[config.mk]
export PLATFORM = sky130hd
export DESIGN_NAME = store_format
export DESIGN_NICKNAME = d
export VERILOG_FILES = /design/src/hdl/lsu_pkg.sv /design/src/hdl/store_format.sv
export SDC_FILE = /design/constraint.sdc
export NUM_CORES = 1
export LEC_CHECK = 0
export BUFFER_PORTS_ARGS = -buffer_cell sky130_fd_sc_hd__buf_2
export CELL_PAD_IN_SITES_DETAIL_PLACEMENT = 0
export CELL_PAD_IN_SITES_GLOBAL_PLACEMENT = 1
export CORE_ASPECT_RATIO = 1.2
export CORE_MARGIN = 10
export CORE_UTILIZATION = 24
export DETAILED_ROUTE_END_ITERATION = 7
export GPL_TIMING_DRIVEN = 0
export PLACE_DENSITY_LB_ADDON = 0.1
export SLEW_MARGIN = 0
export SYNTH_ARGS = -nofsm -noshare
export SYNTH_HDL_FRONTEND = slang
export SYNTH_SLANG_ARGS = --single-unit
[constraint.sdc]
create_clock -name vclk -period 1.1
set_clock_uncertainty 0.15 [all_clocks]
set_input_delay 0 -clock vclk [all_inputs]
set_output_delay 0 -clock vclk [all_outputs]
set_load 0.005 [all_outputs]
[src/hdl/lsu_pkg.sv]
package lsu_pkg;

    localparam int RAM_ADDR_W = 8;
    localparam int DATA_W     = 32;

    typedef enum logic [3:0] {
        LS_NONE,
        LS_LB,
        LS_LBU,
        LS_LH,
        LS_LHU,
        LS_LW,
        LS_LWL,
        LS_LWR,
        LS_SB,
        LS_SH,
        LS_SW,
        LS_SWL,
        LS_SWR
    } ls_sel_e;

    // EXC_PRIOR marks an exception raised before the memory stage
    typedef enum logic [1:0] {
        EXC_NONE,
        EXC_ADEL,
        EXC_ADES,
        EXC_PRIOR
    } exc_e;

    typedef struct packed {
        logic              valid;
        ls_sel_e           sel;
        logic [DATA_W-1:0] addr;
        logic [DATA_W-1:0] rt_data;
        logic              w_reg_ena;
        logic [4:0]        w_reg_dst;
        logic              prior_exc;
    } ls_req_t;

    typedef struct packed {
        logic              valid;
        logic              w_reg_ena;
        logic [4:0]        w_reg_dst;
        logic [DATA_W-1:0] wdata;
        exc_e              exc;
    } wb_result_t;

    typedef struct packed {
        logic              en;
        logic [3:0]        wen;
        logic [DATA_W-1:0] addr;
        logic [DATA_W-1:0] wdata;
    } ram_cmd_t;

    function automatic logic is_load(ls_sel_e sel);
        return sel inside {LS_LB, LS_LBU, LS_LH, LS_LHU, LS_LW, LS_LWL, LS_LWR};
    endfunction

    function automatic logic is_store(ls_sel_e sel);
        return sel inside {LS_SB, LS_SH, LS_SW, LS_SWL, LS_SWR};
    endfunction

endpackage
[src/hdl/store_format.sv]
`timescale 1ns/1ps

module store_format (
    input  lsu_pkg::ls_req_t  req,
    output lsu_pkg::ram_cmd_t ram_cmd,
    output lsu_pkg::exc_e     exc_req,
    output logic              adel,
    output logic              ades
);
    import lsu_pkg::*;

    logic [1:0]        off;
    logic              mem_op;
    logic [3:0]        wen_raw;
    logic [DATA_W-1:0] wdata_raw;

    assign off    = req.addr[1:0];
    assign mem_op = is_load(req.sel) | is_store(req.sel);

    // halfword needs bit 0 clear, word needs both low bits clear
    assign adel = req.valid & (
        ((req.sel == LS_LH) | (req.sel == LS_LHU)) & off[0] |
        (req.sel == LS_LW) & (|off));

    assign ades = req.valid & (
        (req.sel == LS_SH) & off[0] |
        (req.sel == LS_SW) & (|off));

    always_comb begin
        if (!req.valid) begin
            exc_req = EXC_NONE;
        end else if (req.prior_exc) begin
            exc_req = EXC_PRIOR;
        end else if (adel) begin
            exc_req = EXC_ADEL;
        end else if (ades) begin
            exc_req = EXC_ADES;
        end else begin
            exc_req = EXC_NONE;
        end
    end

    always_comb begin
        wen_raw   = 4'b0000;
        wdata_raw = '0;
        case (req.sel)
            LS_SB: begin
                wen_raw   = 4'b0001 << off;
                wdata_raw = {4{req.rt_data[7:0]}};
            end
            LS_SH: begin
                wen_raw   = off[1] ? 4'b1100 : 4'b0011;
                wdata_raw = {2{req.rt_data[15:0]}};
            end
            LS_SW: begin
                wen_raw   = 4'b1111;
                wdata_raw = req.rt_data;
            end
            // swl at offset k fills lanes 0..k from the top of rt
            LS_SWL: begin
                wen_raw   = 4'b1111 >> (2'd3 - off);
                wdata_raw = req.rt_data >> (8 * (3 - off));
            end
            // swr at offset k fills lanes k..3 from the bottom of rt
            LS_SWR: begin
                wen_raw   = 4'b1111 << off;
                wdata_raw = req.rt_data << (8 * off);
            end
            default: begin
                wen_raw   = 4'b0000;
                wdata_raw = '0;
            end
        endcase
    end

    // no access at all once any exception is known
    assign ram_cmd.en    = req.valid & mem_op & (exc_req == EXC_NONE);
    assign ram_cmd.wen   = {4{ram_cmd.en}} & wen_raw;
    assign ram_cmd.addr  = {DATA_W{ram_cmd.en}} & req.addr;
    assign ram_cmd.wdata = wdata_raw;

endmodule

==> key figures <==
Finish
  – Fin nets: around 550
  – FF+latch area: 0 µm²
  – ANT cells: 0
  – Seq Cell Count: 0
  – Synth-to-layout area growth: 110%
  – Layout cells sized above 1: ~66%
  – # clk buffers: 0

Timing
  – Fin. Hold Viols: 0
  – RSZ-0062 raised after global routing: true
  – Normalized max-slew margin: slightly above 60%
  – Fmax: 655 MHz
  – Slew @ Worst Pin: 564 ps
  – Fin crit period: around 1500 ps
  – Final setup fails: 73
  – Tcrit/Tclk final: 139%
  – Worst Slack Setup Final: -426 ps
  – Max Transition Viols Final: 0

Synthesis
  – Post-synth cell types: 44
  – Post-synth net total: 352
  – Synth top area share: 24.2%
  – Mapped Cells: 276
  – Warnings from Yosys: 0
  – Synth cell count leaders: mux2i_1, a21oi_1, nor2_1
  – Cell Area, Synth: 0.00190 mm²
  – Seq/Total Area, Yosys: 0%
  – Top cell type by total area after synthesis: mux2i_1
  – Synth area leaders: mux2i_1, a21boi_0, a21oi_1
  – Mean post-synth cell area: 6.89 µm²
  – Most common cell in the synthesized netlist: mux2i_1

Detailed routing
  – DRT iter0 DRCs: roughly 140
  – Final ANT Viol Nets: 0
  – DR WL/cell: 21.3 µm
  – Via density: around 5.5
  – Routed WL: 12000 µm
  – 1st-pass router iterations: 4
  – Vias: 3106
  – DRC: 0

Floorplanning
  – Die area: 0.0119 mm²
  – Die X: a little over 100 µm
  – Row cnt: 35
  – Starting Density: between 20% and 30%
  – Core ar.: between 0.007 and 0.008 mm²
  – Die height: 118 µm
  – Io pins: 149

GRT
  – First-pass GRT wire length: 17300 µm
  – Initial antenna violation count: 0
  – Number of global-route vias before repair: 3165
  – Gr usage total: 17.3%
  – Pin count of the biggest net entering global routing: 11
  – Total grt overflow: 0

Power
  – Sequential share of power: 0%
  – Comb power frac: 100.0%
  – Sw Pwr: 0.000765 W
  – Switching Share: 49.5%
  – VDD IR max: 0.178 mV
  – Leakage: roughly 2.0 nW
  – PD cells: 387 mW/mm²
  – Internal: 0.000779 W
  – Tot Pwr: 0.00154 W
  – Clk pwr share: 0%

Placement
  – Routability cong.: 0.845
  – Place WS: -839 ps
  – Dpl hpwl: 8070 µm
  – Number of port buffers: 142

Min path
  – Hold Crit Class: in2out

Worst setup path
  – Worst Path Required: 950 ps
  – CP max FO: 6
  – CP Launch Type: primary input
  – CP arrival: between 1000 and 1500 ps
  – CP endpoint kind: primary output
  – CP Class: in2out

Outcome
  – Failing checks: setup timing
  – Outcome: complete, but fails checks

Job
  – # Max-Cap Violations: 0
-- metal layers --
| layer | GRT usage [%] | wire, µm |
|---|---|---|
| met1 | 20.1 | 4470 |
| met2 | 29.7 | 6040 |
| met3 | 5.23 | 1150 |
| met5 | 0 | 0 |
| met4 | 3.66 | 298 |
-- what timing repair did --
item | 4_1_cts | 5_1_grt
setup buffers | 30 | 16
pin swaps | 10 | 44
hold buffers | 0 | 0
setup endpoints to repair | 73 | 73
gates resized for setup | 85 | 112
cloned | 4 | 5
endpoints found under the hold margin | 0 | 0
-- placed cells by master (no fill, tap or decap), drive strengths merged, types with 7 or more instances in the layout --
cell / Yosys / final
buf: 17 / 213
mux2i: 46 / 46
a21oi: 31 / 31
a21boi: 30 / 30
nor2: 26 / 26
nand2: 17 / 17
o221ai: 14 / 14
nor2b: 11 / 11
a221o: 9 / 9
a211o: 9 / 9
a22o: 8 / 8
clkbuf: 10 / 8
o2bb2ai: 7 / 7
-- power groups by stage --
stage	combinational (W)	sequential [W]	clock, W
detailed placement	0.00107	0	0
global placement	0.00107	0	0
finish	0.00154	0	0
global route	0.00166	0	0
CTS	0.00128	0	0
floorplan	0.000593	0	0
-- worst paths after layout --
path,start,endpoint,slack (ps),depth (start not counted)
worst min-delay path,req[0],exc_req[1],150,3
worst max-delay path,req[71],ram_cmd[31],-430,8
-- kinds of logic (layout without fill, tap and decap cells) --
logic type / Yosys count / after routing / synth area share [%]
compound gates: 125 / 125 / 48.8
simple gates: 69 / 69 / 17.5
mux: 47 / 47 / 24.8
buf+inv: 33 / 227 / 8.03
xor+xnor: 2 / 2 / 0.921
-- cell type report --
class | count | area, µm²
Inverter | 6 | 30.0
Timing Repair Buffer | 194 | 1310
Multi-Input combinational cell | 243 | 2200
Fill cell | 743 | 3720
Tap cell | 92 | 115
Buffer | 27 | 327
-- per-stage QoR --
stage | TNS (ps) | cells | hold slack, ps | instance area [µm²] | utilization, %
6_report | -24970 | 562 | 147 | 3990 | 51.7
5_1_grt | -28410 | 562 | 168 | 3990 | 51.7
4_1_cts | -24760 | 544 | 161 | 3360 | 43.7
3_5_place_dp | -37920 | 510 | 158 | 2790 | 36.3
3_3_place_gp | -36370 | 510 | 158 | 2790 | 36.3
2_1_floorplan | -879 | 276 | -60.1 | 1970 | -
-- critical path, stage by stage --
cell,delay (ps)
buf_8,110
buf_8,120
buf_6,110
or2_4,240
nor3_4,320
buf_6,200
a221o_1,160
buf_2,110
Power figures use the tool's default switching activity.
