**src/hdl/lsu_pkg.sv**
```systemverilog
package lsu_pkg;

    localparam int RAM_ADDR_W = 8;
    localparam int DATA_W     = 32;

    typedef enum logic [3:0] {
        LS_NONE,
        LS_LB,
        LS_LBU,
        LS_LH,
        LS_LHU,
        LS_LW,
        LS_LWL,
        LS_LWR,
        LS_SB,
        LS_SH,
        LS_SW,
        LS_SWL,
        LS_SWR
    } ls_sel_e;

    // EXC_PRIOR marks an exception raised before the memory stage
    typedef enum logic [1:0] {
        EXC_NONE,
        EXC_ADEL,
        EXC_ADES,
        EXC_PRIOR
    } exc_e;

    typedef struct packed {
        logic              valid;
        ls_sel_e           sel;
        logic [DATA_W-1:0] addr;
        logic [DATA_W-1:0] rt_data;
        logic              w_reg_ena;
        logic [4:0]        w_reg_dst;
        logic              prior_exc;
    } ls_req_t;

    typedef struct packed {
        logic              valid;
        logic              w_reg_ena;
        logic [4:0]        w_reg_dst;
        logic [DATA_W-1:0] wdata;
        exc_e              exc;
    } wb_result_t;

    typedef struct packed {
        logic              en;
        logic [3:0]        wen;
        logic [DATA_W-1:0] addr;
        logic [DATA_W-1:0] wdata;
    } ram_cmd_t;

    function automatic logic is_load(ls_sel_e sel);
        return sel inside {LS_LB, LS_LBU, LS_LH, LS_LHU, LS_LW, LS_LWL, LS_LWR};
    endfunction

    function automatic logic is_store(ls_sel_e sel);
        return sel inside {LS_SB, LS_SH, LS_SW, LS_SWL, LS_SWR};
    endfunction

endpackage
```
**src/hdl/mem_writeback.sv**
```systemverilog
`timescale 1ns/1ps

module mem_writeback (
    input  logic                clk,
    input  logic                rst,
    input  lsu_pkg::ls_req_t    stage,
    input  lsu_pkg::exc_e       stage_exc,
    input  logic [31:0]         aligned,
    output lsu_pkg::wb_result_t result
);
    import lsu_pkg::*;

    wb_result_t nxt;
    logic       has_exc;

    assign has_exc = (stage_exc != EXC_NONE);

    always_comb begin
        nxt.valid     = stage.valid;
        nxt.w_reg_ena = stage.valid & stage.w_reg_ena & ~has_exc;
        nxt.w_reg_dst = stage.w_reg_dst;
        nxt.exc       = stage.valid ? stage_exc : EXC_NONE;

        // a faulting load never reached the RAM, so it returns zero
        if (is_load(stage.sel)) begin
            nxt.wdata = has_exc ? '0 : aligned;
        end else if (is_store(stage.sel)) begin
            nxt.wdata = '0;
        end else begin
            nxt.wdata = stage.addr;
        end
    end

    always_ff @(posedge clk) begin
        if (rst) begin
            result <= '0;
        end else begin
            result <= nxt;
        end
    end

endmodule

```
**config.mk**
```make
export PLATFORM = sky130hd
export DESIGN_NAME = mem_writeback
export DESIGN_NICKNAME = d
export VERILOG_FILES = /design/src/hdl/lsu_pkg.sv /design/src/hdl/mem_writeback.sv
export SDC_FILE = /design/constraint.sdc
export NUM_CORES = 1
export LEC_CHECK = 0
export BUFFER_PORTS_ARGS = -buffer_cell sky130_fd_sc_hd__buf_2
export CAP_MARGIN = 5
export CORE_ASPECT_RATIO = 2
export CORE_MARGIN = 1
export CORE_UTILIZATION = 35
export DETAILED_ROUTE_END_ITERATION = 6
export PLACE_DENSITY = 0.85
export SYNTH_ARGS = -nofsm -noshare
export SYNTH_HDL_FRONTEND = slang
export SYNTH_SLANG_ARGS = --single-unit
```
**constraint.sdc**
```tcl
create_clock -name clk -period 2 [get_ports clk]
set_input_delay 0.1 -clock clk [delete_from_list [all_inputs] [get_ports clk]]
set_output_delay 0.1 -clock clk [all_outputs]
set_load 0.01 [all_outputs]
```
==> impl_metrics.py, run 1 <==
metrics = {
    "global_routing": {
        "grt_pass1_vias": 1127,
        "track_usage_pct": 16.1,
        "grt_remaining_overflow": 0,
        "antenna_found_initial": 0,
        "grt_max_degree": 33,
        "grt_pass1_wl_mm": 4.59,
    },
    "die": {
        "fp-row-count": 30,
        "fp.dieH_um": 87.7,
        "coreArea_um2": 3450,
        "die_area_um2": 3930,
        "die_w_um": 44.8,
        "initial_core_util_pct": 37.2,
        "io_pins": 153,
    },
    "cts": {
        "post-cts-setup-buffers": 0,
        "cts_hold_buf": 0,
        "path_clk_slew_ps": 80,
        "root_buffer": "clkbuf_8",
        "cts_resized": 0,
        "htreeDepth": 2,
        "clock-sinks": 41,
        "clock_path_buffers": 2,
        "cts_buffers": 5,
        "cts_tree": "yes",
    },
    "detailed_routing": {
        "ant_nets": 0,
        "routedWlPerCell_um": 11.6,
        "vias": 1222,
        "firstDrtPassIters": 4,
        "drc_errors": 0,
        "drt_iter0_drc": 20,
        "vias_per_cell": 4.61,
        "drt-total-wl_mm": 3.08,
    },
    "sta": {
        "tightest_slew_ps": 325,
        "finalSetupTns_ps": 0,
        "setup_viol": 0,
        "finalHoldViolations": 0,
        "fin_crit_sh_pct": 60.2,
        "rsz0062_at_grt": "no",
        "final.setup.worst_slack_ps": 796,
        "slew_viol_final": 0,
        "fin_crit_ps": 1200,
        "fmax_ghz": 0.831,
        "maxSlewHeadroom_pct": 78.1,
        "hold_ws_ps": 19.1,
    },
    "synth": {
        "ys_ff_latch": 41,
        "synthTopCellsByArea": "dfxtp_1, a22o_1, nor2b_1",
        "syn_avg_cell_area_um2": 13.7,
        "ys.warnings.count": 0,
        "ys_types": 15,
        "syn_nets": 206,
        "synth_top_area_share_pct": 63.9,
        "synth.largest_area_cell": "dfxtp_1",
        "yosysSeqAreaShare_pct": 63.9,
        "syn_inst": 94,
        "syn_area_um2": 1280,
    },
    "power": {
        "switching_share_pct": 21.2,
        "internal_power_mw": 1.27,
        "total_leakage_power_nw": 1.07,
        "p_per_area_nw_per_um2": 808,
        "power_mw": 1.61,
        "pwr-share-clk_pct": 34.8,
        "p_comb_share_pct": 11.9,
        "vdd_ir_drop_max_mv": 0.490,
        "p_switching_uw": 342,
        "p_seq_share_pct": 53.3,
    },
    "cells_and_area": {
        "top_regs": "result (41)",
        "largest_register_ffs": 41,
        "regMostFlops": "result",
        "nets": 328,
        "insertedDiodeCount": 0,
        "n_fill_cell": 330,
        "drive_gt1_share_pct": 61.8,
        "syn_to_final_growth_pct": 55.6,
        "fin_area_um2": 2000,
    },
    "place": {
        "dpl_cell_area_um2": 1900,
        "gp_congestion": 0.733,
        "port_buffers": 119,
        "hpwl_mm": 2.51,
        "pre_cts_ws_ps": 504,
    },
    "worst_setup_path": {
        "cp_top_family": "simple AND/OR/NAND/NOR gates",
        "crit_buf_inv": 2,
        "cp_slowest_cell": "or4_4",
        "crit_required_ps": 2220,
        "critPathKind": "input port to register",
        "cp_max_fo": 32,
        "worstSetupEndpointType": "register",
        "cp.arrival_ps": 1430,
        "critical-path-max-stage-delay_ps": 540,
        "startpoint_type": "input port",
        "crit_path_cell_trace": "buf_2 -> or4_4 -> a21oi_4 -> buf_4 -> a22o_2",
    },
    "flow_run": {
        "max_cap_violations": 0,
    },
    "min_path": {
        "min_path_type": "input port to register",
    },
    "status": {
        "status": "completed",
    },
}
stage by stage:
stage | utilization (%) | instances
finish | 57.9 | 265
global route | 57.9 | 265
CTS | 57.9 | 265
detailed placement | 55.0 | 257
global placement | 55.0 | 257
floorplan | - | 94
layout make-up:
| cell class | instances | area [um2] | share of cell area [%] |
|---|---|---|---|
| sequential | 41 | 821 | 41.1 |
| multi-input combinational | 47 | 407 | 20.3 |
| clock inverter | 1 | 5.00 | 0.250 |
| timing repair buffer | 121 | 611 | 30.5 |
| tap | 48 | 60.1 | 3.00 |
| clock buffer | 7 | 96.3 | 4.82 |
per-layer routing:
layer / GRT usage (%) / up-vias / part of all wire (%)
met5: 0 / - / 0
met1: 14.2 / 535 / 34
met4: 6.61 / 0 / 1.6
met2: 31.1 / 85 / 54
li1: - / 594 / -
met3: 5.57 / 8 / 9.6
cell usage in the layout, fill, tap and decap left out:
cell,netlist,routed
nor2_1,1,1
or4_4,1,1
nor2b_1,6,6
a21oi_4,1,1
a22o_2,2,2
buf_2,1,119
a22o_1,30,30
nor4b_4,0,1
dfxtp_1,41,41
and3_1,1,1
o211ai_1,1,1
and2_1,2,2
clkinv_2,0,1
clkbuf_8,2,7
nor3_1,1,1
buf_4,0,2
final timing paths:
check             cells after the start        from  slack (ps)                     to
hold / removal                        2  aligned[0]          20   result[2]$_SDFF_PP0_
setup / recovery                      5   stage[72]         800  result[14]$_SDFF_PP0_
cells in the mapped netlist (all sizes together):
master   n
buf      4
and3     1
a21oi    1
or4      1
nor2b    6
dfxtp   41
clkbuf   2
o211ai   1
nor2     1
a22o    32
nor4b    1
nor3     1
and2     2
cells by family (layout without fill, tap and decap cells):
| family | after synthesis | after routing | share of synthesized area, % |
|---|---|---|---|
| simple gates | 13 | 13 | 7.11 |
| compound gates | 34 | 34 | 23.9 |
| flops | 41 | 41 | 63.9 |
| buf+inv | 6 | 129 | 5.16 |
power groups by stage:
stage                     registers, mW  logic (mW)  clock network, mW
final                             0.861       0.191              0.563
after global routing              0.864       0.209              0.626
after CTS                         0.861       0.194              0.584
after detailed placement          0.880       0.193                  0
after global placement            0.879       0.189                  0
after floorplan                   0.901      0.0545                  0
Note: power is estimated with default switching activity, not from simulation.
==> run 2: changes to the inputs <==
- CORE_UTILIZATION: 35 -> 32
- PLACE_DENSITY: 0.85 -> 0.78
- clock period: 2 -> 1.12 ns (I/O delays scaled with it)
==> run 2 against run 1 <==
Net effect:
- clock-buffer cell count stayed put
- via count is 25% higher
- die area grew 9.1%
- first-iteration DRC count fell by 20%
- sequential share of layout area shrank 11 points
- critical path depth stayed put
- highest routed layer unchanged
==> impl_metrics.py, run 2 (synthesis results as in run 1) <==
metrics = {
    "cts": {
        "clock_path_buffers": 2,
        "htreeDepth": 2,
        "cts_resized": 0,
        "clock-sinks": 41,
        "path_clk_slew_ps": 70,
        "cts_tree": "yes",
        "cts_buffers": 5,
        "root_buffer": "clkbuf_8",
    },
    "global_routing": {
        "antenna_found_initial": 0,
        "grt_use_met1_pct": 20.4,
        "met3_usage_pct": 5.51,
        "grt_pass1_vias": 1578,
        "busiest_layer": "met2",
        "grt_max_degree": 33,
        "grt_pass1_wl_mm": 6.91,
        "grt.met2_usage_pct": 42.6,
        "track_usage_pct": 22.7,
        "grt_remaining_overflow": 0,
    },
    "detailed_routing": {
        "vias": 1524,
        "vias_per_cell": 4.46,
        "drt_iter0_drc": 16,
        "drc_errors": 0,
        "firstDrtPassIters": 3,
        "ant_nets": 0,
        "routedWlPerCell_um": 14.0,
        "drt-total-wl_mm": 4.80,
    },
    "worst_setup_path": {
        "cp_slowest_cell": "or4_4",
        "critPathKind": "input port to register",
        "critical-path-max-stage-delay_ps": 540,
        "worstSetupEndpointType": "register",
        "startpoint_type": "input port",
        "cp_max_fo": 32,
        "crit_required_ps": 1350,
        "cp.arrival_ps": 1230,
        "crit_path_cell_trace": "buf_2 -> or4_4 -> a21oi_4 -> buf_12 -> a22o_1",
    },
    "cells_and_area": {
        "insertedDiodeCount": 0,
        "syn_to_final_growth_pct": 115,
        "top_regs": "result (41)",
        "final_common_cell": "buf_2",
        "fin_cells": 342,
        "layout_common_cells": "buf_2, dlygate4sd3_1, dfxtp_1, a22o_1, clkbuf_8",
        "drive_gt1_share_pct": 47.8,
        "largest_register_ffs": 41,
        "regMostFlops": "result",
        "nets": 402,
    },
    "min_path": {
        "min_delay_path_depth": 2,
        "min_from": "stage[6]",
        "min_path_type": "input port to register",
        "hold_path_end": "result[39]$_SDFF_PP0_",
    },
    "place": {
        "gp_congestion": 0.719,
        "dp_cells": 265,
        "hpwl_mm": 2.72,
        "port_buffers": 119,
    },
    "power": {
        "p_seq_share_pct": 49.1,
        "p_per_area_nw_per_um2": 1130,
        "pwr-share-clk_pct": 32.6,
        "internal_power_mw": 2.45,
        "p_comb_share_pct": 18.3,
        "switching_share_pct": 21.8,
        "vdd_ir_drop_max_mv": 0.952,
        "p_switching_uw": 682,
        "total_leakage_power_nw": 1.39,
    },
    "status": {
        "status": "completed",
    },
    "die": {
        "fp.dieH_um": 91.6,
        "initial_core_util_pct": 33.4,
        "die_area_um2": 4290,
        "die_w_um": 46.8,
        "fp-row-count": 32,
        "io_pins": 153,
        "coreArea_um2": 3840,
    },
    "sta": {
        "setup_viol": 0,
        "slew_viol_final": 0,
        "fin_crit_ps": 1010,
        "tightest_slew_ps": 472,
        "fin_crit_sh_pct": 90.0,
        "maxSlewHeadroom_pct": 68.4,
        "rsz0062_at_grt": "no",
        "finalHoldViolations": 0,
        "fmax_ghz": 0.992,
        "finalSetupTns_ps": 0,
    },
    "flow_run": {
        "max_cap_violations": 0,
    },
}
==> run 2: changes by cell type in the layout (fill, tap and decap cells not counted) <==
cell           previous run  this run
buf_4                     2         4
buf_12                    0         3
dlygate4sd3_1             0        69
==> run 2: cell type report <==
cell class,count,area [um2]
Tap cell,51,63.8
Fill cell,286,1070
Clock inverter,1,5.00
Multi-Input combinational cell,47,407
Sequential cell,41,821
Clock buffer,7,96.3
Timing Repair Buffer,195,1380
==> run 2: power by group through the flow <==
stage                     Clock [mW]  Sequential (mW)  Combinational [mW]
after global placement             0             1.57               0.363
after floorplan                    0             1.61              0.0974
after detailed placement           0             1.57               0.371
final                           1.02             1.54               0.572
after global routing            1.12             1.54               0.616
after CTS                       1.06             1.54               0.559
==> run 2: critical path, delay by kind of cell <==
kind,cells,cell delay (ps)
buffers and inverters,2,300
and+or+nand+nor,1,540
AOI/OAI and AO/OA,2,320
==> run 2: worst max-delay path by stage <==
stage,end,startpoint,depth (start not counted),slack [ps]
after floorplan,result[10]$_SDFF_PP0_,stage[72],4,2
after global placement,result[31]$_SDFF_PP0_,stage[72],5,-150
after detailed placement,result[33]$_SDFF_PP0_,stage[72],5,-170
after CTS,result[33]$_SDFF_PP0_,stage[72],5,120
after global routing,result[21]$_SDFF_PP0_,stage[72],7,50
final,result[33]$_SDFF_PP0_,stage[72],5,110
==> run 2: per-layer routing <==
metal | up-vias | routed length (um)
met3 | 13 | 312
met4 | 0 | 130
met5 | - | 0
met1 | 689 | 1570
met2 | 81 | 2790
li1 | 741 | -
==> run 2: metrics by stage <==
step	hold slack (ps)	power, mW	area [um2]	setup WS (ps)	util [%]
finish	14.1	3.13	2770	112	72.0
global route	6.54	3.28	2770	52.7	72.0
CTS	2.88	3.15	2770	124	72.0
detailed placement	268	1.94	1980	-171	51.4
global placement	266	1.93	1980	-150	51.4
floorplan	128	1.71	1280	2.39	-
==> run 2: timing repair <==
| item | CTS | global route |
|---|---|---|
| buffers inserted | 0 | 0 |
| endpoints found under the hold margin | 38 | 0 |
| hold buffers | 69 | 0 |
